--- config.mk ---
export PLATFORM = sky130hd
export DESIGN_NAME = bus_xbar_flat
export DESIGN_NICKNAME = d
export VERILOG_FILES = /design/src/logic/soc_pkg.sv /design/src/logic/axil_if.sv /design/src/logic/bus_xbar.sv /design/src/flat_wrapper.sv
export SDC_FILE = /design/constraint.sdc
export NUM_CORES = 1
export LEC_CHECK = 0
export BUFFER_PORTS_ARGS = -buffer_cell sky130_fd_sc_hd__buf_2
export CORE_AREA = 2 2 173 175
export CTS_BUF_LIST = sky130_fd_sc_hd__clkbuf_8
export CTS_CLUSTER_SIZE = 16
export DETAILED_ROUTE_END_ITERATION = 10
export DIE_AREA = 0 0 175 177
export GPL_ROUTABILITY_DRIVEN = 0
export GPL_TIMING_DRIVEN = 1
export MAX_ROUTING_LAYER = met4
export PLACE_DENSITY_LB_ADDON = 0.25
export SLEW_MARGIN = 5
export SYNTH_ARGS = -nofsm -noshare
export SYNTH_HDL_FRONTEND = slang
export SYNTH_SLANG_ARGS = --single-unit
--- constraint.sdc ---
create_clock -name clk -period 2.5 [get_ports clk]
set_clock_uncertainty 0.15 [all_clocks]
set_input_delay 0.5 -clock clk [delete_from_list [all_inputs] [get_ports clk]]
set_output_delay 0.5 -clock clk [all_outputs]
set_load 0.02 [all_outputs]
--- src/logic/soc_pkg.sv ---
package soc_pkg;

  // Bus field widths
  typedef logic [31:0] addr_t;
  typedef logic [31:0] data_t;
  typedef logic [3:0]  strb_t;
  typedef logic [1:0]  resp_t;

  // Shared by mtime and mtimecmp
  typedef logic [63:0] mtime_t;

  // Target of one transaction, as seen by the decoder
  typedef enum logic [1:0] {
    SEL_NONE,
    SEL_CLINT,
    SEL_RAM
  } slave_sel_e;

  // Request accepted, then response held until taken
  typedef enum logic {
    CH_IDLE,
    CH_RESP
  } chan_state_e;

  // Response codes
  localparam resp_t RESP_OKAY   = 2'd0;
  localparam resp_t RESP_DECERR = 2'd3;

  // **************************************************
  // Address map
  // **************************************************
  localparam addr_t CLINT_BASE   = 32'h0200_0000;
  localparam addr_t CLINT_SPAN   = 32'h0000_0010;
  localparam addr_t MTIME_LO_OFF = 32'h0000_0000;
  localparam addr_t MTIME_HI_OFF = 32'h0000_0004;
  localparam addr_t MTCMP_LO_OFF = 32'h0000_0008;
  localparam addr_t MTCMP_HI_OFF = 32'h0000_000C;

  localparam addr_t RAM_BASE  = 32'h8000_0000;
  localparam int    RAM_WORDS = 256;
  localparam addr_t RAM_SPAN  = addr_t'(RAM_WORDS * 4);

  // Word index into the RAM array
  localparam int RAM_IDX_W = $clog2(RAM_WORDS);
  typedef logic [RAM_IDX_W-1:0] ram_idx_t;

  // Region lookup, anything outside both regions is a decode error
  function automatic slave_sel_e decode_addr(addr_t addr);
    slave_sel_e sel;
    sel = SEL_NONE;
    if (addr >= CLINT_BASE && addr < CLINT_BASE + CLINT_SPAN) begin
      sel = SEL_CLINT;
    end else if (addr >= RAM_BASE && addr < RAM_BASE + RAM_SPAN) begin
      sel = SEL_RAM;
    end
    return sel;
  endfunction

  // Merge new bytes into a word under the write strobes
  function automatic data_t apply_strb(data_t old_word, data_t new_word, strb_t strb);
    data_t word;
    word = old_word;
    for (int b = 0; b < $bits(strb_t); b++) begin
      if (strb[b]) begin
        word[8*b +: 8] = new_word[8*b +: 8];
      end
    end
    return word;
  endfunction

endpackage
--- src/logic/axil_if.sv ---
`timescale 1ns/100ps

interface axil_if;

  import soc_pkg::*;

  // Address read channel
  addr_t araddr;
  logic  arvalid;
  logic  arready;

  // Read data channel
  data_t rdata;
  resp_t rresp;
  logic  rvalid;
  logic  rready;

  // Address write channel
  addr_t awaddr;
  logic  awvalid;
  logic  awready;

  // Write data channel
  data_t wdata;
  strb_t wstrb;
  logic  wvalid;
  logic  wready;

  // Write response channel
  resp_t bresp;
  logic  bvalid;
  logic  bready;

  // Requester side
  modport master (
    output araddr, arvalid, rready,
    output awaddr, awvalid, wdata, wstrb, wvalid, bready,
    input  arready, rdata, rresp, rvalid,
    input  awready, wready, bresp, bvalid
  );

  // Responder side
  modport slave (
    input  araddr, arvalid, rready,
    input  awaddr, awvalid, wdata, wstrb, wvalid, bready,
    output arready, rdata, rresp, rvalid,
    output awready, wready, bresp, bvalid
  );

endinterface

--- src/logic/bus_xbar.sv ---
`timescale 1ns/100ps

module bus_xbar (
  input  logic   clk,
  input  logic   rst,
  axil_if.slave  mst_i,
  axil_if.master clint_o,
  axil_if.master ram_o
);

  import soc_pkg::*;

  chan_state_e rd_state;
  chan_state_e wr_state;
  slave_sel_e  ar_sel;
  slave_sel_e  aw_sel;
  slave_sel_e  rd_tgt;
  slave_sel_e  wr_tgt;

  logic rd_idle;
  logic wr_idle;
  logic ar_fire;
  logic r_fire;
  logic wr_fire;
  logic b_fire;

  assign ar_sel  = decode_addr(mst_i.araddr);
  assign aw_sel  = decode_addr(mst_i.awaddr);
  assign rd_idle = (rd_state == CH_IDLE);
  assign wr_idle = (wr_state == CH_IDLE);

  // Payload fans out, valids only to the decoded slave
  assign clint_o.araddr  = mst_i.araddr;
  assign ram_o.araddr    = mst_i.araddr;
  assign clint_o.arvalid = rd_idle && mst_i.arvalid && (ar_sel == SEL_CLINT);
  assign ram_o.arvalid   = rd_idle && mst_i.arvalid && (ar_sel == SEL_RAM);
  assign clint_o.awaddr  = mst_i.awaddr;
  assign ram_o.awaddr    = mst_i.awaddr;
  assign clint_o.wdata   = mst_i.wdata;
  assign ram_o.wdata     = mst_i.wdata;
  assign clint_o.wstrb   = mst_i.wstrb;
  assign ram_o.wstrb     = mst_i.wstrb;
  assign clint_o.awvalid = wr_idle && mst_i.awvalid && (aw_sel == SEL_CLINT);
  assign ram_o.awvalid   = wr_idle && mst_i.awvalid && (aw_sel == SEL_RAM);
  assign clint_o.wvalid  = wr_idle && mst_i.wvalid && (aw_sel == SEL_CLINT);
  assign ram_o.wvalid    = wr_idle && mst_i.wvalid && (aw_sel == SEL_RAM);

  // Response readies go to the latched target
  assign clint_o.rready = !rd_idle && (rd_tgt == SEL_CLINT) && mst_i.rready;
  assign ram_o.rready   = !rd_idle && (rd_tgt == SEL_RAM) && mst_i.rready;
  assign clint_o.bready = !wr_idle && (wr_tgt == SEL_CLINT) && mst_i.bready;
  assign ram_o.bready   = !wr_idle && (wr_tgt == SEL_RAM) && mst_i.bready;

  // **************************************************
  // Read routing
  // **************************************************
  always_comb begin
    mst_i.arready = 1'b0;
    mst_i.rvalid  = 1'b0;
    mst_i.rdata   = '0;
    mst_i.rresp   = RESP_OKAY;
    if (rd_idle) begin
      case (ar_sel)
        SEL_CLINT: mst_i.arready = clint_o.arready;
        SEL_RAM:   mst_i.arready = ram_o.arready;
        // Local decode-error responder is always free here
        default:   mst_i.arready = 1'b1;
      endcase
    end else begin
      case (rd_tgt)
        SEL_CLINT: begin
          mst_i.rvalid = clint_o.rvalid;
          mst_i.rdata  = clint_o.rdata;
          mst_i.rresp  = clint_o.rresp;
        end
        SEL_RAM: begin
          mst_i.rvalid = ram_o.rvalid;
          mst_i.rdata  = ram_o.rdata;
          mst_i.rresp  = ram_o.rresp;
        end
        default: begin
          mst_i.rvalid = 1'b1;
          mst_i.rresp  = RESP_DECERR;
        end
      endcase
    end
  end

  // **************************************************
  // Write routing
  // **************************************************
  always_comb begin
    mst_i.awready = 1'b0;
    mst_i.wready  = 1'b0;
    mst_i.bvalid  = 1'b0;
    mst_i.bresp   = RESP_OKAY;
    if (wr_idle) begin
      case (aw_sel)
        SEL_CLINT: begin
          mst_i.awready = clint_o.awready;
          mst_i.wready  = clint_o.wready;
        end
        SEL_RAM: begin
          mst_i.awready = ram_o.awready;
          mst_i.wready  = ram_o.wready;
        end
        default: begin
          mst_i.awready = mst_i.awvalid && mst_i.wvalid;
          mst_i.wready  = mst_i.awvalid && mst_i.wvalid;
        end
      endcase
    end else begin
      case (wr_tgt)
        SEL_CLINT: begin
          mst_i.bvalid = clint_o.bvalid;
          mst_i.bresp  = clint_o.bresp;
        end
        SEL_RAM: begin
          mst_i.bvalid = ram_o.bvalid;
          mst_i.bresp  = ram_o.bresp;
        end
        default: begin
          mst_i.bvalid = 1'b1;
          mst_i.bresp  = RESP_DECERR;
        end
      endcase
    end
  end

  assign ar_fire = rd_idle && mst_i.arvalid && mst_i.arready;
  assign r_fire  = !rd_idle && mst_i.rvalid && mst_i.rready;
  assign wr_fire = wr_idle && mst_i.awvalid && mst_i.wvalid && mst_i.awready && mst_i.wready;
  assign b_fire  = !wr_idle && mst_i.bvalid && mst_i.bready;

  // Target latched on the request edge
  always_ff @(posedge clk or negedge rst) begin
    if (!rst) begin
      rd_state <= CH_IDLE;
      rd_tgt   <= SEL_NONE;
    end else if (ar_fire) begin
      rd_state <= CH_RESP;
      rd_tgt   <= ar_sel;
    end else if (r_fire) begin
      rd_state <= CH_IDLE;
    end
  end

  always_ff @(posedge clk or negedge rst) begin
    if (!rst) begin
      wr_state <= CH_IDLE;
      wr_tgt   <= SEL_NONE;
    end else if (wr_fire) begin
      wr_state <= CH_RESP;
      wr_tgt   <= aw_sel;
    end else if (b_fire) begin
      wr_state <= CH_IDLE;
    end
  end

endmodule

--- src/flat_wrapper.sv ---
// flat-port wrapper written by rule: the top's interface ports become plain ports
module bus_xbar_flat import soc_pkg::*;
  (clk, rst, mst_i_araddr, mst_i_arvalid, mst_i_rready, mst_i_awaddr, mst_i_awvalid, mst_i_wdata, mst_i_wstrb, mst_i_wvalid, mst_i_bready, mst_i_arready, mst_i_rdata, mst_i_rresp, mst_i_rvalid, mst_i_awready, mst_i_wready, mst_i_bresp, mst_i_bvalid, clint_o_araddr, clint_o_arvalid, clint_o_rready, clint_o_awaddr, clint_o_awvalid, clint_o_wdata, clint_o_wstrb, clint_o_wvalid, clint_o_bready, clint_o_arready, clint_o_rdata, clint_o_rresp, clint_o_rvalid, clint_o_awready, clint_o_wready, clint_o_bresp, clint_o_bvalid, ram_o_araddr, ram_o_arvalid, ram_o_rready, ram_o_awaddr, ram_o_awvalid, ram_o_wdata, ram_o_wstrb, ram_o_wvalid, ram_o_bready, ram_o_arready, ram_o_rdata, ram_o_rresp, ram_o_rvalid, ram_o_awready, ram_o_wready, ram_o_bresp, ram_o_bvalid);
  axil_if mst_i_i ();
  axil_if clint_o_i ();
  axil_if ram_o_i ();
  input  logic clk;
  input  logic rst;
  input wire logic [$bits(mst_i_i.araddr)-1:0] mst_i_araddr;
  input wire logic [$bits(mst_i_i.arvalid)-1:0] mst_i_arvalid;
  input wire logic [$bits(mst_i_i.rready)-1:0] mst_i_rready;
  input wire logic [$bits(mst_i_i.awaddr)-1:0] mst_i_awaddr;
  input wire logic [$bits(mst_i_i.awvalid)-1:0] mst_i_awvalid;
  input wire logic [$bits(mst_i_i.wdata)-1:0] mst_i_wdata;
  input wire logic [$bits(mst_i_i.wstrb)-1:0] mst_i_wstrb;
  input wire logic [$bits(mst_i_i.wvalid)-1:0] mst_i_wvalid;
  input wire logic [$bits(mst_i_i.bready)-1:0] mst_i_bready;
  output wire logic [$bits(mst_i_i.arready)-1:0] mst_i_arready;
  output wire logic [$bits(mst_i_i.rdata)-1:0] mst_i_rdata;
  output wire logic [$bits(mst_i_i.rresp)-1:0] mst_i_rresp;
  output wire logic [$bits(mst_i_i.rvalid)-1:0] mst_i_rvalid;
  output wire logic [$bits(mst_i_i.awready)-1:0] mst_i_awready;
  output wire logic [$bits(mst_i_i.wready)-1:0] mst_i_wready;
  output wire logic [$bits(mst_i_i.bresp)-1:0] mst_i_bresp;
  output wire logic [$bits(mst_i_i.bvalid)-1:0] mst_i_bvalid;
  output wire logic [$bits(clint_o_i.araddr)-1:0] clint_o_araddr;
  output wire logic [$bits(clint_o_i.arvalid)-1:0] clint_o_arvalid;
  output wire logic [$bits(clint_o_i.rready)-1:0] clint_o_rready;
  output wire logic [$bits(clint_o_i.awaddr)-1:0] clint_o_awaddr;
  output wire logic [$bits(clint_o_i.awvalid)-1:0] clint_o_awvalid;
  output wire logic [$bits(clint_o_i.wdata)-1:0] clint_o_wdata;
  output wire logic [$bits(clint_o_i.wstrb)-1:0] clint_o_wstrb;
  output wire logic [$bits(clint_o_i.wvalid)-1:0] clint_o_wvalid;
  output wire logic [$bits(clint_o_i.bready)-1:0] clint_o_bready;
  input wire logic [$bits(clint_o_i.arready)-1:0] clint_o_arready;
  input wire logic [$bits(clint_o_i.rdata)-1:0] clint_o_rdata;
  input wire logic [$bits(clint_o_i.rresp)-1:0] clint_o_rresp;
  input wire logic [$bits(clint_o_i.rvalid)-1:0] clint_o_rvalid;
  input wire logic [$bits(clint_o_i.awready)-1:0] clint_o_awready;
  input wire logic [$bits(clint_o_i.wready)-1:0] clint_o_wready;
  input wire logic [$bits(clint_o_i.bresp)-1:0] clint_o_bresp;
  input wire logic [$bits(clint_o_i.bvalid)-1:0] clint_o_bvalid;
  output wire logic [$bits(ram_o_i.araddr)-1:0] ram_o_araddr;
  output wire logic [$bits(ram_o_i.arvalid)-1:0] ram_o_arvalid;
  output wire logic [$bits(ram_o_i.rready)-1:0] ram_o_rready;
  output wire logic [$bits(ram_o_i.awaddr)-1:0] ram_o_awaddr;
  output wire logic [$bits(ram_o_i.awvalid)-1:0] ram_o_awvalid;
  output wire logic [$bits(ram_o_i.wdata)-1:0] ram_o_wdata;
  output wire logic [$bits(ram_o_i.wstrb)-1:0] ram_o_wstrb;
  output wire logic [$bits(ram_o_i.wvalid)-1:0] ram_o_wvalid;
  output wire logic [$bits(ram_o_i.bready)-1:0] ram_o_bready;
  input wire logic [$bits(ram_o_i.arready)-1:0] ram_o_arready;
  input wire logic [$bits(ram_o_i.rdata)-1:0] ram_o_rdata;
  input wire logic [$bits(ram_o_i.rresp)-1:0] ram_o_rresp;
  input wire logic [$bits(ram_o_i.rvalid)-1:0] ram_o_rvalid;
  input wire logic [$bits(ram_o_i.awready)-1:0] ram_o_awready;
  input wire logic [$bits(ram_o_i.wready)-1:0] ram_o_wready;
  input wire logic [$bits(ram_o_i.bresp)-1:0] ram_o_bresp;
  input wire logic [$bits(ram_o_i.bvalid)-1:0] ram_o_bvalid;
  assign mst_i_i.araddr = mst_i_araddr;
  assign mst_i_i.arvalid = mst_i_arvalid;
  assign mst_i_i.rready = mst_i_rready;
  assign mst_i_i.awaddr = mst_i_awaddr;
  assign mst_i_i.awvalid = mst_i_awvalid;
  assign mst_i_i.wdata = mst_i_wdata;
  assign mst_i_i.wstrb = mst_i_wstrb;
  assign mst_i_i.wvalid = mst_i_wvalid;
  assign mst_i_i.bready = mst_i_bready;
  assign mst_i_arready = mst_i_i.arready;
  assign mst_i_rdata = mst_i_i.rdata;
  assign mst_i_rresp = mst_i_i.rresp;
  assign mst_i_rvalid = mst_i_i.rvalid;
  assign mst_i_awready = mst_i_i.awready;
  assign mst_i_wready = mst_i_i.wready;
  assign mst_i_bresp = mst_i_i.bresp;
  assign mst_i_bvalid = mst_i_i.bvalid;
  assign clint_o_araddr = clint_o_i.araddr;
  assign clint_o_arvalid = clint_o_i.arvalid;
  assign clint_o_rready = clint_o_i.rready;
  assign clint_o_awaddr = clint_o_i.awaddr;
  assign clint_o_awvalid = clint_o_i.awvalid;
  assign clint_o_wdata = clint_o_i.wdata;
  assign clint_o_wstrb = clint_o_i.wstrb;
  assign clint_o_wvalid = clint_o_i.wvalid;
  assign clint_o_bready = clint_o_i.bready;
  assign clint_o_i.arready = clint_o_arready;
  assign clint_o_i.rdata = clint_o_rdata;
  assign clint_o_i.rresp = clint_o_rresp;
  assign clint_o_i.rvalid = clint_o_rvalid;
  assign clint_o_i.awready = clint_o_awready;
  assign clint_o_i.wready = clint_o_wready;
  assign clint_o_i.bresp = clint_o_bresp;
  assign clint_o_i.bvalid = clint_o_bvalid;
  assign ram_o_araddr = ram_o_i.araddr;
  assign ram_o_arvalid = ram_o_i.arvalid;
  assign ram_o_rready = ram_o_i.rready;
  assign ram_o_awaddr = ram_o_i.awaddr;
  assign ram_o_awvalid = ram_o_i.awvalid;
  assign ram_o_wdata = ram_o_i.wdata;
  assign ram_o_wstrb = ram_o_i.wstrb;
  assign ram_o_wvalid = ram_o_i.wvalid;
  assign ram_o_bready = ram_o_i.bready;
  assign ram_o_i.arready = ram_o_arready;
  assign ram_o_i.rdata = ram_o_rdata;
  assign ram_o_i.rresp = ram_o_rresp;
  assign ram_o_i.rvalid = ram_o_rvalid;
  assign ram_o_i.awready = ram_o_awready;
  assign ram_o_i.wready = ram_o_wready;
  assign ram_o_i.bresp = ram_o_bresp;
  assign ram_o_i.bvalid = ram_o_bvalid;
  bus_xbar u_core (.clk(clk), .rst(rst), .mst_i(mst_i_i), .clint_o(clint_o_i), .ram_o(ram_o_i));
endmodule
==> summary.txt <==
Logic synthesis
  – Post-synth cell types: 42
  – Synth warn: 0
  – Synth Flop Type: dfrtp_1
  – Post-synthesis mux area share: 0%
  – Post-synthesis cell area: around 2800 µm²
  – Synth Area in Adders: 1.795%
  – Synth Area in Compound Gates: between 15 and 20%
  – Area contributors post-synth: buf_4 (54%), a22oi_1 (8.6%), dfrtp_1 (5.4%), nor2_1 (5.3%), a221oi_1 (1.9%)
  – Ys async rst share: 100.0%
  – #FFs+latches synth: 6
  – Main combinational cell family by area after synthesis: buffers and inverters
  – Syn_area_per_cell: about 7.5 µm²
  – Synth Area in XOR/XNOR: 0%
  – Synth top area share: 53.86%
  – Syn Nets: 567
  – Cell taking the most area after synthesis: buf_4
  – Post-synth EDFFs: 0
  – Register area share after synthesis: between 5 and 6%
  – Cell count after synthesis: between 300 and 400
  – Simple logic cell fraction of the synthesized area: between 10% and 20%

Critical path
  – Buf/Inv on CP: 3
  – Data required time of the critical path: between 1.5 and 2 ns
  – Setup CP Type: in -> out
  – Worst Reg-to-Reg Cells: 5
  – RR Startpoint: u_core.wr_tgt[0]$_DFFE_PN0P_
  – CP Cell Sequence: buf_2 > nor4_4 > buf_4 > nand2_2 > or2_4 > nor4b_2 > buf_4
  – R2r endpoint: u_core.wr_state$_DFFE_PN0P_
  – Critical Path End Type: output pin
  – Slowest stage delay, CP: 0.30 ns
  – CP arrival: around 1.8 ns
  – Family with the most delay on the worst path: simple AND/OR/NAND/NOR gates
  – CP max FO: 3
  – Levels on crit path: 7
  – Crit-path most repeated cell: buf_4
  – CP Launch Type: input pin
  – Reg2reg setup slack: about 0.87 ns
  – Slowest-stage cell, CP: nor4_4

Clocking
  – CTS tree: yes
  – Inserted Clock Buffers: 3
  – Clk_lat worst skew: about 0.22 ns
  – Clock slew at reported path FFs: roughly 0.04 ns
  – # clock sinks: 6
  – CTS H-Tree Depth: 1
  – Clock buffer depth: 2
  – Clock Tree Root: clkbuf_8

Floorplan
  – IO Count: 440
  – # rows: 63
  – Initial Utilization: under 10%
  – DIE WIDTH: 175 µm
  – Die area: around 31000 µm²
  – Die Height: roughly 180 µm
  – Total core area: 29240 µm²

Worst hold path
  – Hold Path Origin: u_core.wr_tgt[0]$_DFFE_PN0P_
  – Worst min-delay path category: reg -> reg
  – Hold EP: u_core.wr_tgt[0]$_DFFE_PN0P_
  – Worst Hold Path Cells: 1

Placement
  – DP Worst Slack: -0.2237 ns
  – Area after DPL: between 3000 and 4000 µm²
  – Post-DP HPWL: 9963 µm
  – Inst Count DP: about 900
  – PortBufs: 307

Cells and area
  – Most common cell after layout, fill and taps aside: buf_2
  – Post-layout util: 12.63%
  – Register area: ~150 µm²
  – Most frequent cells in the layout: buf_2 (298), nor2_1 (38), a22oi_1 (32)
  – Nets: 693
  – Post-route cell area: approximately 3700 µm²
  – Fin cells: 888
  – Fillcell total: 3401
  – Multi-input gate area: approximately 1200 µm²
  – Area growth syn-to-layout: 32.50%
  – Ratio of cells with drive above 1 in the final layout: about three quarters
  – N_diodes: 0

STA
  – Max Fclk: slightly above 0.4 GHz
  – Final setup violation count: 0
  – Sum Neg Setup Slack: 0 ns
  – Final min period: 2.425 ns
  – Worst hold margin: between 0.3 and 0.4 ns
  – Unrepaired setup endpoints after global routing: false
  – Slew margin rel.: 74.36%
  – Final hold vios: 0
  – Final worst-path cycle share: 96.99%
  – Slew Limit Fails: 0
  – Worst-Margin Slew: ~0.38 ns
  – Final WS setup: approximately 0.075 ns

GRT
  – Vias in the first global route: between 2000 and 3000
  – Largest net degree at the start of global routing: 37
  – GRT Total Usage: about 6.6%
  – Initial antenna violation count: 1
  – First-pass GRT wire length: 15100 µm
  – Gr ovfl total: 0

Route
  – Vias per cell: roughly 3.1
  – Pre-antenna DRT Iters: 4
  – DRT iter0 DRCs: 66
  – WL/cell: roughly 13 µm
  – Routed Antenna Nets: 0
  – Drt drc: 0
  – Final WL: 11310 µm
  – Total number of vias: between 2000 and 3000

Power and ir drop
  – Flop pwr share: roughly 14%
  – Sw Pwr: around 370 µW
  – Tot Pwr: around 780 µW
  – Logic pwr share: 66.8%
  – Pleak: around 1.8 nW
  – Sw Share: between 40% and 50%
  – Pwr dens: 211.0 nW/µm²
  – Clock power share: a little under a fifth
  – Max VDD drop: around 0.070 mV
  – Pint: just over 400 µW

Run status
  – Status: completed

Job
  – Max_cap viols: 0
## state kept, by name, indices dropped and copies added, names as in the netlist
name / count
u_core.rd_state: 1
u_core.rd_tgt: 2
u_core.wr_state: 1
u_core.wr_tgt: 2
## worst max path at each step
stage	startpoint	endpoint	slack, ns
finish	mst_i_araddr[29]	ram_o_arvalid	0.08
global route	mst_i_awaddr[6]	mst_i_wready	0.004
CTS	mst_i_awaddr[31]	mst_i_wready	0.002
detailed placement	mst_i_araddr[23]	ram_o_arvalid	-0.22
global placement	mst_i_araddr[23]	ram_o_arvalid	-0.13
floorplan	mst_i_araddr[27]	clint_o_arvalid	0.15
## cells in the mapped netlist (4+ instances only)
master    instances
nand2_1           9
inv_1             6
buf_4           200
nor2_1           39
a221oi_1          6
nor4_2            4
nor2b_1           5
clkbuf_1          8
nor4_1            8
dfrtp_1           6
ha_1              4
nor3_2            4
and3_1            4
a22oi_1          32
## logic make-up after synthesis
| group | count (synthesis) |
|---|---|
| simple gates | 88 |
| compound gates | 56 |
| fa+ha+maj | 4 |
| flops | 6 |
| buf+inv | 220 |
## layout make-up
type / count / share of cell area (%)
Timing Repair Buffer: 333 / 49.09
Inverter: 8 / 0.8130
Clock buffer: 3 / 1.118
Sequential cell: 6 / 4.065
Multi-Input combinational cell: 148 / 31.71
Tap cell: 390 / 13.21
## power groups by stage
stage          logic, mW  clock network (mW)  registers [mW]
2_1_floorplan      0.544                   0           0.107
3_3_place_gp       0.508                   0           0.113
3_5_place_dp       0.505                   0           0.113
4_1_cts            0.515               0.161           0.111
5_1_grt            0.558               0.165           0.112
6_report           0.521               0.147           0.111
## routing by layer
layer  vias up  share of wire (%)  global-route usage, %
met5         -                  0                      -
met3        27                9.4                  1.826
met2       179                 48                  10.72
li1       1324                  -                      -
met4         0                1.8                  1.667
met1      1258                 40                  8.010
## what timing repair did
item,CTS,global route
gates resized for setup,13,19
endpoints found under the hold margin,6,0
setup buffers,1,1
hold buffers,1,0
setup endpoints to repair,9,9
pin swaps,5,6
(Power assumes the default switching activity.)
