$ cat config.mk
export PLATFORM = sky130hd
export DESIGN_NAME = clint_flat
export DESIGN_NICKNAME = d
export VERILOG_FILES = /design/src/logic/soc_pkg.sv /design/src/logic/axil_if.sv /design/src/logic/clint.sv /design/src/flat_wrapper.sv
export SDC_FILE = /design/constraint.sdc
export NUM_CORES = 1
export LEC_CHECK = 0
export BUFFER_PORTS_ARGS = -buffer_cell sky130_fd_sc_hd__buf_2
export CAP_MARGIN = 20
export CORE_ASPECT_RATIO = 1.5
export CORE_MARGIN = 2
export CORE_UTILIZATION = 40
export CTS_BUF_LIST = sky130_fd_sc_hd__clkbuf_4 sky130_fd_sc_hd__clkbuf_8 sky130_fd_sc_hd__clkbuf_16
export DETAILED_ROUTE_END_ITERATION = 12
export PLACE_DENSITY = 0.66
export SLEW_MARGIN = 20
export SYNTH_ARGS = -nofsm -noshare
export SYNTH_HDL_FRONTEND = slang
export SYNTH_SLANG_ARGS = --single-unit
$ cat constraint.sdc
create_clock -name clk -period 4.95 [get_ports clk]
set_input_delay 0.495 -clock clk [delete_from_list [all_inputs] [get_ports clk]]
set_output_delay 0.495 -clock clk [all_outputs]
set_load 0.01 [all_outputs]
$ cat src/logic/soc_pkg.sv
package soc_pkg;

  // Bus field widths
  typedef logic [31:0] addr_t;
  typedef logic [31:0] data_t;
  typedef logic [3:0]  strb_t;
  typedef logic [1:0]  resp_t;

  // Shared by mtime and mtimecmp
  typedef logic [63:0] mtime_t;

  // Target of one transaction, as seen by the decoder
  typedef enum logic [1:0] {
    SEL_NONE,
    SEL_CLINT,
    SEL_RAM
  } slave_sel_e;

  // Request accepted, then response held until taken
  typedef enum logic {
    CH_IDLE,
    CH_RESP
  } chan_state_e;

  // Response codes
  localparam resp_t RESP_OKAY   = 2'd0;
  localparam resp_t RESP_DECERR = 2'd3;

  // **************************************************
  // Address map
  // **************************************************
  localparam addr_t CLINT_BASE   = 32'h0200_0000;
  localparam addr_t CLINT_SPAN   = 32'h0000_0010;
  localparam addr_t MTIME_LO_OFF = 32'h0000_0000;
  localparam addr_t MTIME_HI_OFF = 32'h0000_0004;
  localparam addr_t MTCMP_LO_OFF = 32'h0000_0008;
  localparam addr_t MTCMP_HI_OFF = 32'h0000_000C;

  localparam addr_t RAM_BASE  = 32'h8000_0000;
  localparam int    RAM_WORDS = 256;
  localparam addr_t RAM_SPAN  = addr_t'(RAM_WORDS * 4);

  // Word index into the RAM array
  localparam int RAM_IDX_W = $clog2(RAM_WORDS);
  typedef logic [RAM_IDX_W-1:0] ram_idx_t;

  // Region lookup, anything outside both regions is a decode error
  function automatic slave_sel_e decode_addr(addr_t addr);
    slave_sel_e sel;
    sel = SEL_NONE;
    if (addr >= CLINT_BASE && addr < CLINT_BASE + CLINT_SPAN) begin
      sel = SEL_CLINT;
    end else if (addr >= RAM_BASE && addr < RAM_BASE + RAM_SPAN) begin
      sel = SEL_RAM;
    end
    return sel;
  endfunction

  // Merge new bytes into a word under the write strobes
  function automatic data_t apply_strb(data_t old_word, data_t new_word, strb_t strb);
    data_t word;
    word = old_word;
    for (int b = 0; b < $bits(strb_t); b++) begin
      if (strb[b]) begin
        word[8*b +: 8] = new_word[8*b +: 8];
      end
    end
    return word;
  endfunction

endpackage
$ cat src/logic/axil_if.sv
`timescale 1ns/100ps

interface axil_if;

  import soc_pkg::*;

  // Address read channel
  addr_t araddr;
  logic  arvalid;
  logic  arready;

  // Read data channel
  data_t rdata;
  resp_t rresp;
  logic  rvalid;
  logic  rready;

  // Address write channel
  addr_t awaddr;
  logic  awvalid;
  logic  awready;

  // Write data channel
  data_t wdata;
  strb_t wstrb;
  logic  wvalid;
  logic  wready;

  // Write response channel
  resp_t bresp;
  logic  bvalid;
  logic  bready;

  // Requester side
  modport master (
    output araddr, arvalid, rready,
    output awaddr, awvalid, wdata, wstrb, wvalid, bready,
    input  arready, rdata, rresp, rvalid,
    input  awready, wready, bresp, bvalid
  );

  // Responder side
  modport slave (
    input  araddr, arvalid, rready,
    input  awaddr, awvalid, wdata, wstrb, wvalid, bready,
    output arready, rdata, rresp, rvalid,
    output awready, wready, bresp, bvalid
  );

endinterface

$ cat src/logic/clint.sv
`timescale 1ns/100ps

module clint (
  input  logic  clk,
  input  logic  rst,
  axil_if.slave bus_i,
  output logic  timer_irq_o
);

  import soc_pkg::*;

  // Read machine, one wait state per kind of held word
  typedef enum logic [1:0] {
    RD_IDLE,
    RD_WAIT_LO,
    RD_WAIT_HI,
    RD_WAIT_CMP
  } rd_state_e;

  rd_state_e   rd_state;
  rd_state_e   rd_next;
  chan_state_e wr_state;

  addr_t ar_off;
  addr_t aw_off;
  logic  ar_fire;
  logic  r_fire;
  logic  wr_fire;
  logic  b_fire;

  // Held read words
  data_t low_bytes;
  data_t high_bytes;
  data_t cmp_bytes;

  mtime_t mtime;
  mtime_t mtimecmp;

  // Offsets inside the region, only the word bits matter
  assign ar_off = bus_i.araddr - CLINT_BASE;
  assign aw_off = bus_i.awaddr - CLINT_BASE;

  // **************************************************
  // Read side
  // **************************************************
  assign bus_i.arready = (rd_state == RD_IDLE);
  assign bus_i.rvalid  = (rd_state != RD_IDLE);
  assign bus_i.rresp   = RESP_OKAY;

  assign ar_fire = bus_i.arvalid && bus_i.arready;
  assign r_fire  = bus_i.rvalid && bus_i.rready;

  always_comb begin
    case (rd_state)
      RD_WAIT_LO:  bus_i.rdata = low_bytes;
      RD_WAIT_HI:  bus_i.rdata = high_bytes;
      RD_WAIT_CMP: bus_i.rdata = cmp_bytes;
      default:     bus_i.rdata = '0;
    endcase
  end

  always_comb begin
    rd_next = rd_state;
    case (rd_state)
      RD_IDLE: begin
        if (bus_i.arvalid) begin
          case (ar_off[3:2])
            MTIME_LO_OFF[3:2]: rd_next = RD_WAIT_LO;
            MTIME_HI_OFF[3:2]: rd_next = RD_WAIT_HI;
            default:           rd_next = RD_WAIT_CMP;
          endcase
        end
      end
      default: begin
        // Held until the master takes it
        if (r_fire) begin
          rd_next = RD_IDLE;
        end
      end
    endcase
  end

  always_ff @(posedge clk or negedge rst) begin
    if (!rst) begin
      rd_state <= RD_IDLE;
    end else begin
      rd_state <= rd_next;
    end
  end

  // Snapshot at the AR edge, mtime before this edge's increment
  always_ff @(posedge clk) begin
    if (ar_fire) begin
      case (ar_off[3:2])
        MTIME_LO_OFF[3:2]: low_bytes  <= mtime[31:0];
        MTIME_HI_OFF[3:2]: high_bytes <= mtime[63:32];
        MTCMP_LO_OFF[3:2]: cmp_bytes  <= mtimecmp[31:0];
        default:           cmp_bytes  <= mtimecmp[63:32];
      endcase
    end
  end

  // **************************************************
  // Write side
  // **************************************************
  // AW and W are taken together only
  assign wr_fire       = (wr_state == CH_IDLE) && bus_i.awvalid && bus_i.wvalid;
  assign bus_i.awready = wr_fire;
  assign bus_i.wready  = wr_fire;
  assign bus_i.bvalid  = (wr_state == CH_RESP);
  assign bus_i.bresp   = RESP_OKAY;
  assign b_fire        = bus_i.bvalid && bus_i.bready;

  always_ff @(posedge clk or negedge rst) begin
    if (!rst) begin
      wr_state <= CH_IDLE;
    end else if (wr_fire) begin
      wr_state <= CH_RESP;
    end else if (b_fire) begin
      wr_state <= CH_IDLE;
    end
  end

  // Compare register, mtime offsets fall through unchanged
  always_ff @(posedge clk or negedge rst) begin
    if (!rst) begin
      mtimecmp <= '1;
    end else if (wr_fire) begin
      case (aw_off[3:2])
        MTCMP_LO_OFF[3:2]:
          mtimecmp[31:0] <= apply_strb(mtimecmp[31:0], bus_i.wdata, bus_i.wstrb);
        MTCMP_HI_OFF[3:2]:
          mtimecmp[63:32] <= apply_strb(mtimecmp[63:32], bus_i.wdata, bus_i.wstrb);
        default: ;
      endcase
    end
  end

  // **************************************************
  // Timer
  // **************************************************
  always_ff @(posedge clk or negedge rst) begin
    if (!rst) begin
      mtime       <= '0;
      timer_irq_o <= 1'b0;
    end else begin
      mtime       <= mtime + 1'b1;
      // One edge behind the compare
      timer_irq_o <= (mtime >= mtimecmp);
    end
  end

endmodule

$ cat src/flat_wrapper.sv
// flat-port wrapper written by rule: the top's interface ports become plain ports
module clint_flat import soc_pkg::*;
  (clk, rst, timer_irq_o, bus_i_araddr, bus_i_arvalid, bus_i_rready, bus_i_awaddr, bus_i_awvalid, bus_i_wdata, bus_i_wstrb, bus_i_wvalid, bus_i_bready, bus_i_arready, bus_i_rdata, bus_i_rresp, bus_i_rvalid, bus_i_awready, bus_i_wready, bus_i_bresp, bus_i_bvalid);
  axil_if bus_i_i ();
  input  logic clk;
  input  logic rst;
  output logic timer_irq_o;
  input wire logic [$bits(bus_i_i.araddr)-1:0] bus_i_araddr;
  input wire logic [$bits(bus_i_i.arvalid)-1:0] bus_i_arvalid;
  input wire logic [$bits(bus_i_i.rready)-1:0] bus_i_rready;
  input wire logic [$bits(bus_i_i.awaddr)-1:0] bus_i_awaddr;
  input wire logic [$bits(bus_i_i.awvalid)-1:0] bus_i_awvalid;
  input wire logic [$bits(bus_i_i.wdata)-1:0] bus_i_wdata;
  input wire logic [$bits(bus_i_i.wstrb)-1:0] bus_i_wstrb;
  input wire logic [$bits(bus_i_i.wvalid)-1:0] bus_i_wvalid;
  input wire logic [$bits(bus_i_i.bready)-1:0] bus_i_bready;
  output wire logic [$bits(bus_i_i.arready)-1:0] bus_i_arready;
  output wire logic [$bits(bus_i_i.rdata)-1:0] bus_i_rdata;
  output wire logic [$bits(bus_i_i.rresp)-1:0] bus_i_rresp;
  output wire logic [$bits(bus_i_i.rvalid)-1:0] bus_i_rvalid;
  output wire logic [$bits(bus_i_i.awready)-1:0] bus_i_awready;
  output wire logic [$bits(bus_i_i.wready)-1:0] bus_i_wready;
  output wire logic [$bits(bus_i_i.bresp)-1:0] bus_i_bresp;
  output wire logic [$bits(bus_i_i.bvalid)-1:0] bus_i_bvalid;
  assign bus_i_i.araddr = bus_i_araddr;
  assign bus_i_i.arvalid = bus_i_arvalid;
  assign bus_i_i.rready = bus_i_rready;
  assign bus_i_i.awaddr = bus_i_awaddr;
  assign bus_i_i.awvalid = bus_i_awvalid;
  assign bus_i_i.wdata = bus_i_wdata;
  assign bus_i_i.wstrb = bus_i_wstrb;
  assign bus_i_i.wvalid = bus_i_wvalid;
  assign bus_i_i.bready = bus_i_bready;
  assign bus_i_arready = bus_i_i.arready;
  assign bus_i_rdata = bus_i_i.rdata;
  assign bus_i_rresp = bus_i_i.rresp;
  assign bus_i_rvalid = bus_i_i.rvalid;
  assign bus_i_awready = bus_i_i.awready;
  assign bus_i_wready = bus_i_i.wready;
  assign bus_i_bresp = bus_i_i.bresp;
  assign bus_i_bvalid = bus_i_i.bvalid;
  clint u_core (.clk(clk), .rst(rst), .bus_i(bus_i_i), .timer_irq_o(timer_irq_o));
endmodule
==> results of run 1 <==
cell families (layout without fill, tap and decap cells):
group                      after synthesis  count (layout)  synth area share (%)
xor gates and xnor gates                62              62                  5.03
and+or+nand+nor                        236             236                  10.9
adders and majority gates               65              65                  7.43
buffers and inverters                  103             204                  3.74
DFF                                    228             228                  57.2
other                                    1               4                0.0342
AOI/OAI and AO/OA                      120             120                  6.02
muxes                                   97              97                  9.60
worst max path at each step:
| stage | start | end | slack, ns | cells after the start |
|---|---|---|---|---|
| after floorplan | u_core.rd_state[0] | u_core.low_bytes[0] | 1.32 | 4 |
| after global placement | u_core.mtime[2] | u_core.mtime[51] | 2.03 | 6 |
| after detailed placement | u_core.mtime[16] | u_core.mtime[51] | 2.03 | 6 |
| after CTS | u_core.rd_state[0] | bus_i_rdata[24] | 1.84 | 7 |
| after global routing | u_core.rd_state[0] | bus_i_rdata[24] | 1.69 | 7 |
| final | u_core.rd_state[0] | bus_i_rdata[26] | 1.89 | 7 |
per-layer routing:
| layer | vias up | track usage, % | routed length, um |
|---|---|---|---|
| li1 | 3395 | - | - |
| met1 | 3494 | 19.9 | 9780 |
| met2 | 151 | 34.7 | 13900 |
| met3 | 41 | 2.42 | 1030 |
| met4 | 0 | 7.03 | 899 |
| met5 | - | 0 | 0 |
cell usage after synthesis, drive strengths merged, types with 2 or more instances:
library cell	instances	share of area (%)
o21ai	73	3.3
nor2	19	0.65
and2	6	0.34
xnor2	47	3.8
a21o	12	0.82
mux2	64	6.6
dfrtp	68	16
o211ai	3	0.21
edfxtp	96	26
nand4	32	2.0
dfstp	64	15
and3	13	0.79
nor3	8	0.37
clkbuf	22	0.75
or2	2	0.11
xor2	15	1.3
buf	9	0.51
and4	6	0.49
nor4	7	0.67
nand3	35	1.6
nor2b	3	0.17
a21oi	25	1.1
mux2i	33	3.0
inv	72	2.5
nand2	102	3.5
ha	65	7.4
power by group through the flow:
stage	Sequential [W]	Combinational, W	Clock (W)
finish	0.00238	0.000898	0.00171
global route	0.00240	0.00101	0.00182
floorplan	0.00237	0.000584	0
global placement	0.00241	0.000893	0
CTS	0.00238	0.000918	0.00174
detailed placement	0.00242	0.000913	0
final cells by class:
cell class | instances | area [um^2] | share of cell area (%)
inverters | 72 | 270 | 2.16
flip-flops and latches | 228 | 6270 | 50.1
clock buffers | 35 | 691 | 5.53
well taps | 342 | 428 | 3.42
repair buffers | 92 | 487 | 3.89
clock inverters | 5 | 50.0 | 0.400
multi-input cells | 584 | 4310 | 34.4
per-stage QoR:
stage	util [%]	hold WS [ns]	worst slack, ns
after floorplan	-	0.199	1.32
after global placement	43.3	0.490	2.03
after detailed placement	43.3	0.488	2.03
after CTS	46.1	0.0898	1.84
after global routing	46.1	0.129	1.69
final	46.1	0.0648	1.89
state kept, by name, indices dropped and copies added (netlist names):
register / flops
u_core.bus_i.bvalid: 1
u_core.mtime: 64
u_core.cmp_bytes: 32
u_core.mtimecmp: 64
u_core.low_bytes: 32
u_core.rd_state: 2
u_core.timer_irq_o: 1
u_core.high_bytes: 32
critical path, cell delays in order, from the launching register on:
cell and delay, ns:
dfrtp_2 0.34, buf_4 0.56, inv_1 0.15, nor2_2 0.10, buf_4 0.40, nand2_1 0.10, o21ai_0 0.17, buf_2 0.21
==> summary.txt, run 1 <==
Routing
  • Final WL: 25600 um
  • DR WL/cell: 18.9 um
  • Drt pass-1 iters: 5
  • DR vias/cell: 5.21
  • DR iter-0 viols: 304
  • Via count: 7081
  • Post-route DRC: 0
  • Routed Antenna Nets: 0

Clock network
  • Post-CTS Repair Setup Buffers: 0
  • Clk sink count: 228
  • Number of buffers created by CTS: 22
  • Clock latency at the later pin of the worst-skew pair: 0.51 ns
  • Max clock buf depth: 3
  • CTS root buf: clkbuf_16
  • Worst-path clk slew: 0.06 ns
  • CTS resizes: 0
  • H-Tree Depth: 1
  • Hold-fix buffers at CTS: 0
  • CTS tree: done

Worst setup path
  • Setup CP Type: flip-flop to output port
  • Critical Path AT: 2.57 ns
  • Worst-path fanout max: 34
  • Reg2reg start: u_core.mtime[16]
  • Crit. End Element: output port
  • FF-to-FF End: u_core.mtime[51]
  • Setup slack, reg-to-reg: 2.03 ns
  • Startpoint Class: flip-flop
  • Worst R2R Path Depth: 6
  • Required @ worst endpoint: 4.45 ns

Flow run
  • Max cap viols: 0

Power
  • Peak supply drop: 0.261 mV
  • Sw frac: 27.0%
  • Comb pwr share: 18.0%
  • Clock power share: 34.3%
  • Power Internal: 0.00364 W
  • Design Power: 0.00499 W
  • Power Density: 399 mW/mm^2
  • Sequential Power Share: 47.7%
  • LEAKAGE: 5.37 nW
  • Sw power: 0.00135 W

Floorplanning
  • IO Count: 149
  • Initial Utilization: 40.4%
  • Die H: 207 um
  • Die width: 139 um
  • Core footprint: 0.0271 mm^2
  • Die Area: 0.0287 mm^2
  • Row cnt: 74

Global route
  • Gr usage total: 17.9%
  • Vias in the first global route: 7227
  • First-pass GRT wire length: 40000 um
  • GRT overflow: 0
  • Pin count of the biggest net entering global routing: 88
  • Initial antenna violation count: 0

Placed design
  • Post-place instance area: 0.0118 mm^2
  • Final GP Congestion: 0.826
  • Placed Cells: 1318
  • Count of input and output buffers: 84
  • Post-DP HPWL: 18100 um

Timing
  • Max Fclk: 327 MHz
  • Final setup vio count: 0
  • Worst slew pin tran: 0.838 ns
  • Setup TNS: 0 ns
  • RSZ-0062 raised after global routing: false
  • Fin crit share: 61.9%
  • Final setup skew: 0.00891 ns
  • Crit path time final: 3.06 ns
  • Slew Limit Fails: 0
  • Final Hold Viols: 0
  • Slew margin rel.: 44.2%

Cells and area
  • Ant diodes: 0
  • Syn-to-layout area delta: 14.1%
  • Most common cell after layout, fill and taps aside: nand2_1
  • Most frequent cells in the layout: 102 x nand2_1, 96 x edfxtp_1, 83 x buf_2, 73 x o21ai_0, 72 x inv_1
  • Final non-filler cell total: 1358
  • Final #Nets: 1172
  • Finished Cell Area: 0.0125 mm^2
  • Filler Cells Inserted: 2456
  • Layout cells sized above 1: 26.8%

Hold path
  • Hold Path Class: input port to async pin

Synthesis
  • Number of synthesized flops with an enable pin: 96
  • Synth unique cells: 44
  • Yosys reg bits: 228
  • Seq/Total Area, Yosys: 57.2%
  • Post-synthesis async set-or-reset flop share: 57.9%
  • Post-Syn Area: 0.0110 mm^2
  • Syn avg cell area: 12.0 um^2
  • Synthesized instance count: 912
  • Number of synthesis warnings: 0
  • Primary FF master, synth: edfxtp_1

Status
  • Status: finished, final reports clean
Note: power is estimated with default switching activity, not from simulation.
==> run 2: changes to the inputs <==
--- a/config.mk
+++ b/config.mk
@@ -12,7 +12,7 @@
 export CORE_UTILIZATION = 40
 export CTS_BUF_LIST = sky130_fd_sc_hd__clkbuf_4 sky130_fd_sc_hd__clkbuf_8 sky130_fd_sc_hd__clkbuf_16
 export DETAILED_ROUTE_END_ITERATION = 12
-export PLACE_DENSITY = 0.66
+export PLACE_DENSITY = 0.68
 export SLEW_MARGIN = 20
 export SYNTH_ARGS = -nofsm -noshare
 export SYNTH_HDL_FRONTEND = slang
==> constraint.sdc (replaced) <==
create_clock -name clk -period 2.6 [get_ports clk]
set_input_delay 0.26 -clock clk [delete_from_list [all_inputs] [get_ports clk]]
set_output_delay 0.26 -clock clk [all_outputs]
set_load 0.01 [all_outputs]
==> run 2 against run 1 <==
Against the previous run:
- utilization grew 0.89 points
- first-iteration DRC count increased by 7.9%
- flip-flop and latch count unchanged
- critical path depth up 1
- combinational power is 95% higher
- worst hold slack worse by 0.054 ns
- non-clock buffer count rose by 32
- register-to-register slack worse by 1.9 ns
- clock power is 75% higher
- routed wire length is 1.6% higher
- sequential power grew 90%
- sequential share of layout area is 0.95 points lower
- highest routed layer is now met5
==> summary.txt, run 2 (same netlist as run 1, synthesis figures left out) <==
Clock network
  • CTS root buf: clkbuf_16
  • Number of buffers created by CTS: 21
  • H-Tree Depth: 1
  • Worst-path clk slew: 0.07 ns
  • Post-CTS Repair Setup Buffers: 0
  • Clk sink count: 228
  • Max clock buf depth: 3
  • CTS tree: done
  • CTS resizes: 0
  • Clock latency at the later pin of the worst-skew pair: 0.49 ns

Worst setup path
  • Slowest CP cell: dfstp_2
  • Crit. End Element: flip-flop
  • Setup slack, reg-to-reg: 0.11 ns
  • Buf/Inv on CP: 1
  • FF-to-FF End: u_core.timer_irq_o
  • Cells along the critical path: inv_1 -> ha_1 -> a21oi_1 -> nand2_1 -> a221o_1 -> o31a_1 -> nor4_1 -> o21ai_0
  • Startpoint Class: flip-flop
  • Reg2reg start: u_core.mtimecmp[14]
  • Worst-path fanout max: 3
  • Critical Path AT: 2.86 ns
  • Worst R2R Path Depth: 8
  • Delay-heaviest family, CP: compound AO/OA/AOI/OAI gates
  • Critical Path Max Stage Delay: 0.54 ns
  • Required @ worst endpoint: 2.96 ns
  • Setup CP Type: flip-flop to flip-flop

Timing
  • Worst slew pin tran: 0.722 ns
  • Setup ws final: 0.106 ns
  • Fin crit share: 95.9%
  • Final setup vio count: 0
  • Final setup skew: 0.00875 ns
  • Max Fclk: 401 MHz
  • Crit path time final: 2.49 ns
  • RSZ-0062 raised after global routing: false
  • Final Hold Viols: 0
  • Slew Limit Fails: 0
  • Setup TNS: 0 ns
  • Slew margin rel.: 51.8%

Placed design
  • DP Worst Slack: 0.166 ns
  • Count of input and output buffers: 84
  • Final GP Congestion: 0.828
  • Post-DP HPWL: 19200 um

Cells and area
  • Largest regs: u_core.mtime x64, u_core.mtimecmp x64
  • Most common cell after layout, fill and taps aside: nand2_1
  • Ant diodes: 0
  • Final #Nets: 1203
  • Syn-to-layout area delta: 16.3%
  • Filler Cells Inserted: 2447
  • Register Area: 0.00627 mm^2
  • Most frequent cells in the layout: 102 x nand2_1, 96 x edfxtp_1, 83 x buf_2, 73 x o21ai_0, 72 x inv_1
  • Area occupied by multi-input gates: 0.00432 mm^2
  • Layout cells sized above 1: 28.2%

Floorplanning
  • Row cnt: 74
  • Core footprint: 0.0271 mm^2
  • Die H: 207 um
  • Initial Utilization: 40.4%
  • Die Area: 0.0287 mm^2
  • Die width: 139 um
  • IO Count: 149

Status
  • Status: finished, final reports clean

Hold path
  • Hold Path Class: input port to flip-flop
  • Hold Path Stages: 2
  • Worst-case hold path end point: u_core.mtimecmp[58]
  • Hold_sp: bus_i_wdata[26]

Global route
  • First-pass GRT wire length: 41200 um
  • GRT overflow: 0
  • Vias in the first global route: 7648
  • Gr usage total: 18.3%
  • Initial antenna violation count: 1
  • Pin count of the biggest net entering global routing: 63

Routing
  • Routed Antenna Nets: 0
  • DR vias/cell: 5.22
  • Drt pass-1 iters: 5
  • Via count: 7244
  • DR iter-0 viols: 328
  • DR WL/cell: 18.8 um
  • Post-route DRC: 0
  • Final WL: 26100 um

Power
  • LEAKAGE: 5.52 nW
  • Power Density: 728 mW/mm^2
  • Peak supply drop: 0.395 mV

Flow run
  • Max cap viols: 0
run 2: per-stage QoR:
stage / hold slack, ns / cells / cell area [um^2] / utilization, % / power, W
floorplan: -0.0356 / 915 / 11000 / - / 0.00563
global placement: 0.334 / 1346 / 12000 / 44.4 / 0.00631
detailed placement: 0.338 / 1346 / 12000 / 44.4 / 0.00637
CTS: 0.00239 / 1387 / 12700 / 47.0 / 0.00937
global route: 0.000399 / 1387 / 12700 / 47.0 / 0.00971
finish: 0.0113 / 1387 / 12700 / 47.0 / 0.00927
run 2: per-layer routing:
layer / GRT usage [%] / wire (um)
met1: 20.5 / 9940
met2: 34.7 / 13900
met3: 1.94 / 816
met4: 8.95 / 1370
met5: 0 / 11
run 2: power by group:
group          switching (W)  internal, W  leakage [nW]
sequential          0.000206      0.00432          2.45
combinational        0.00102     0.000729          2.74
clock                0.00128      0.00171         0.332
run 2: worst reg2reg max path, delay by kind of cell, from the launching register on:
family / cells / cell delay [ns]
AOI/OAI and AO/OA: 4 / 1.01
and+or+nand+nor: 2 / 0.45
adders and majority gates: 1 / 0.33
DFF: 1 / 0.54
buffers and inverters: 1 / 0.05
run 2: how the worst max path moves through the flow:
stage,start,to,cells after the start
2_1_floorplan,u_core.rd_state[0],u_core.high_bytes[0],4
3_3_place_gp,u_core.mtimecmp[5],u_core.timer_irq_o,8
3_5_place_dp,u_core.mtimecmp[14],u_core.timer_irq_o,8
4_1_cts,u_core.mtimecmp[14],u_core.timer_irq_o,8
5_1_grt,u_core.mtimecmp[5],u_core.timer_irq_o,8
6_report,u_core.mtimecmp[14],u_core.timer_irq_o,8
run 2: final cells by class:
cell class / count / share of cell area, %
clock buffer: 28 / 4.69
clock inverter: 9 / 0.501
inverter: 72 / 2.12
multi-input combinational: 584 / 33.9
sequential: 228 / 49.2
tap: 342 / 3.36
timing repair buffer: 124 / 6.25
run 2: repair_timing:
action,in CTS,in global routing
hold endpoints to repair,21,0
setup endpoints to repair,0,0
hold buffers,4,0
==> run 3: changes to the inputs <==
--- a/config.mk
+++ b/config.mk
@@ -9,10 +9,10 @@
 export CAP_MARGIN = 20
 export CORE_ASPECT_RATIO = 1.5
 export CORE_MARGIN = 2
-export CORE_UTILIZATION = 40
+export CORE_UTILIZATION = 52
 export CTS_BUF_LIST = sky130_fd_sc_hd__clkbuf_4 sky130_fd_sc_hd__clkbuf_8 sky130_fd_sc_hd__clkbuf_16
 export DETAILED_ROUTE_END_ITERATION = 12
-export PLACE_DENSITY = 0.68
+export PLACE_DENSITY = 0.83
 export SLEW_MARGIN = 20
 export SYNTH_ARGS = -nofsm -noshare
 export SYNTH_HDL_FRONTEND = slang
==> run 3 against run 2 <==
Against the previous run:
- combinational power decreased by 2%
- sequential share of layout area increased by 0.66 points
- flip-flop and latch count unchanged
- cell count decreased by 5.6%
- register-to-register slack improved by 0.08 ns
- sequential power about the same
- global-route usage increased by 4.8 points
- routed wire length decreased by 4.9%
- critical path depth decreased by 1
- total power decreased by 1.0%
- highest routed layer is now met4
==> summary.txt, run 3 (same netlist as run 1, synthesis figures left out) <==
Status
  • Status: finished, final reports clean

Routing
  • DR vias/cell: 5.60
  • Final WL: 24800 um
  • DR WL/cell: 18.9 um
  • Post-route DRC: 0
  • Routed Antenna Nets: 0
  • DR iter-0 viols: 365
  • Drt pass-1 iters: 5
  • Via count: 7327

Global route
  • Vias in the first global route: 7875
  • First-pass GRT wire length: 40300 um
  • Initial antenna violation count: 0
  • GRT overflow: 0
  • Gr usage total: 23.1%
  • Pin count of the biggest net entering global routing: 65

Timing
  • Slew Limit Fails: 0
  • Max Fclk: 405 MHz
  • Slew margin rel.: 52.3%
  • Final setup skew: 0.0138 ns
  • Final setup vio count: 0
  • Fin crit share: 95.0%
  • Final Hold Viols: 0
  • Setup TNS: 0 ns
  • Worst slew pin tran: 0.714 ns
  • RSZ-0062 raised after global routing: false
  • Crit path time final: 2.47 ns

Power
  • Power Density: 730 mW/mm^2
  • Peak supply drop: 0.405 mV
  • LEAKAGE: 5.49 nW

Clock network
  • Post-CTS Repair Setup Buffers: 0
  • Max clock buf depth: 3
  • Worst-path clk slew: 0.07 ns
  • CTS tree: done
  • Number of buffers created by CTS: 20
  • Clock latency at the later pin of the worst-skew pair: 0.50 ns
  • H-Tree Depth: 1
  • Clk sink count: 228
  • CTS root buf: clkbuf_16

Worst setup path
  • Startpoint Class: flip-flop
  • Crit. End Element: output port
  • Setup CP Type: flip-flop to output port
  • Cells along the critical path: buf_4 -> inv_1 -> nor2_2 -> buf_6 -> nand2_1 -> o21ai_0 -> buf_2
  • Required @ worst endpoint: 2.34 ns
  • Setup slack, reg-to-reg: 0.19 ns
  • Critical Path Max Stage Delay: 0.37 ns
  • Critical Path AT: 2.21 ns
  • Slowest CP cell: dfrtp_2
  • Worst-path fanout max: 32

Hold path
  • Hold Path Class: input port to flip-flop

Cells and area
  • Most frequent cells in the layout: 102 x nand2_1, 96 x edfxtp_1, 83 x buf_2, 73 x o21ai_0, 72 x inv_1
  • Final #Nets: 1199
  • Ant diodes: 0
  • Largest regs: u_core.mtime x64, u_core.mtimecmp x64
  • Layout cells sized above 1: 28.2%
  • Most common cell after layout, fill and taps aside: nand2_1
  • Finished Cell Area: 0.0126 mm^2
  • Syn-to-layout area delta: 14.8%

Floorplanning
  • IO Count: 149
  • Initial Utilization: 52.6%
  • Die Area: 0.0223 mm^2
  • Row cnt: 65
  • Core footprint: 0.0208 mm^2
  • Die width: 122 um
  • Die H: 182 um

Placed design
  • Post-place instance area: 0.0119 mm^2
  • Count of input and output buffers: 84
  • Post-DP HPWL: 18000 um
  • Final GP Congestion: 0.936

Flow run
  • Max cap viols: 0
## run 3: final cells by class
cell class / count / area [um^2]
fill: 1637 / 8250
sequential: 228 / 6270
multi-input combinational: 584 / 4310
timing repair buffer: 121 / 737
clock buffer: 29 / 592
tap: 268 / 335
inverter: 72 / 270
clock inverter: 7 / 56.3
## run 3: repair_timing
| action | 4_1_cts | 5_1_grt |
|---|---|---|
| hold endpoints to repair | 18 | 0 |
| setup endpoints to repair | 0 | 8 |
| resized for setup | 0 | 1 |
| hold buffers | 3 | 0 |
## run 3: where the power goes
group	total (W)	switching (W)	internal [W]
clock network	0.00293	0.00124	0.00168
registers	0.00453	0.000205	0.00432
logic	0.00171	0.00101	0.000706
total	0.00917	0.00246	0.00671
## run 3: metrics by stage
step	util (%)	hold WS (ns)	total power, W	std cells	setup WS (ns)
floorplan	-	-0.0356	0.00563	915	0.294
global placement	57.1	0.307	0.00622	1270	0.295
detailed placement	57.1	0.317	0.00630	1270	0.237
CTS	60.4	0.000735	0.00922	1309	0.0591
global route	60.4	0.00515	0.00958	1309	0.0220
finish	60.4	0.0101	0.00917	1309	0.131
## run 3: routing by layer
metal | wire (um) | share of wire (%) | track usage [%]
met1 | 8910 | 36 | 25.1
met2 | 13800 | 56 | 43.7
met3 | 979 | 4.0 | 2.92
met4 | 1070 | 4.3 | 10.3
met5 | 0 | 0 | 0
## run 3: critical path, delay by kind of cell, from the launching register on
family / cells / cell delay (ns)
and+or+nand+nor: 2 / 0.19
buffers and inverters: 4 / 0.97
DFF: 1 / 0.37
AOI/OAI and AO/OA: 1 / 0.18
## run 3: path summary, 6_finish.rpt
kind | from | end | cells after the start
min in group asynchronous | rst | u_core.mtime[18] | 2
setup reg to reg | u_core.mtimecmp[30] | u_core.timer_irq_o | 10
hold reg to reg | u_core.bus_i.bvalid | u_core.bus_i.bvalid | 1
setup / recovery | u_core.rd_state[0] | bus_i_rdata[6] | 7
max in group asynchronous | rst | u_core.mtimecmp[59] | 3
hold / removal | bus_i_wdata[19] | u_core.mtimecmp[19] | 2
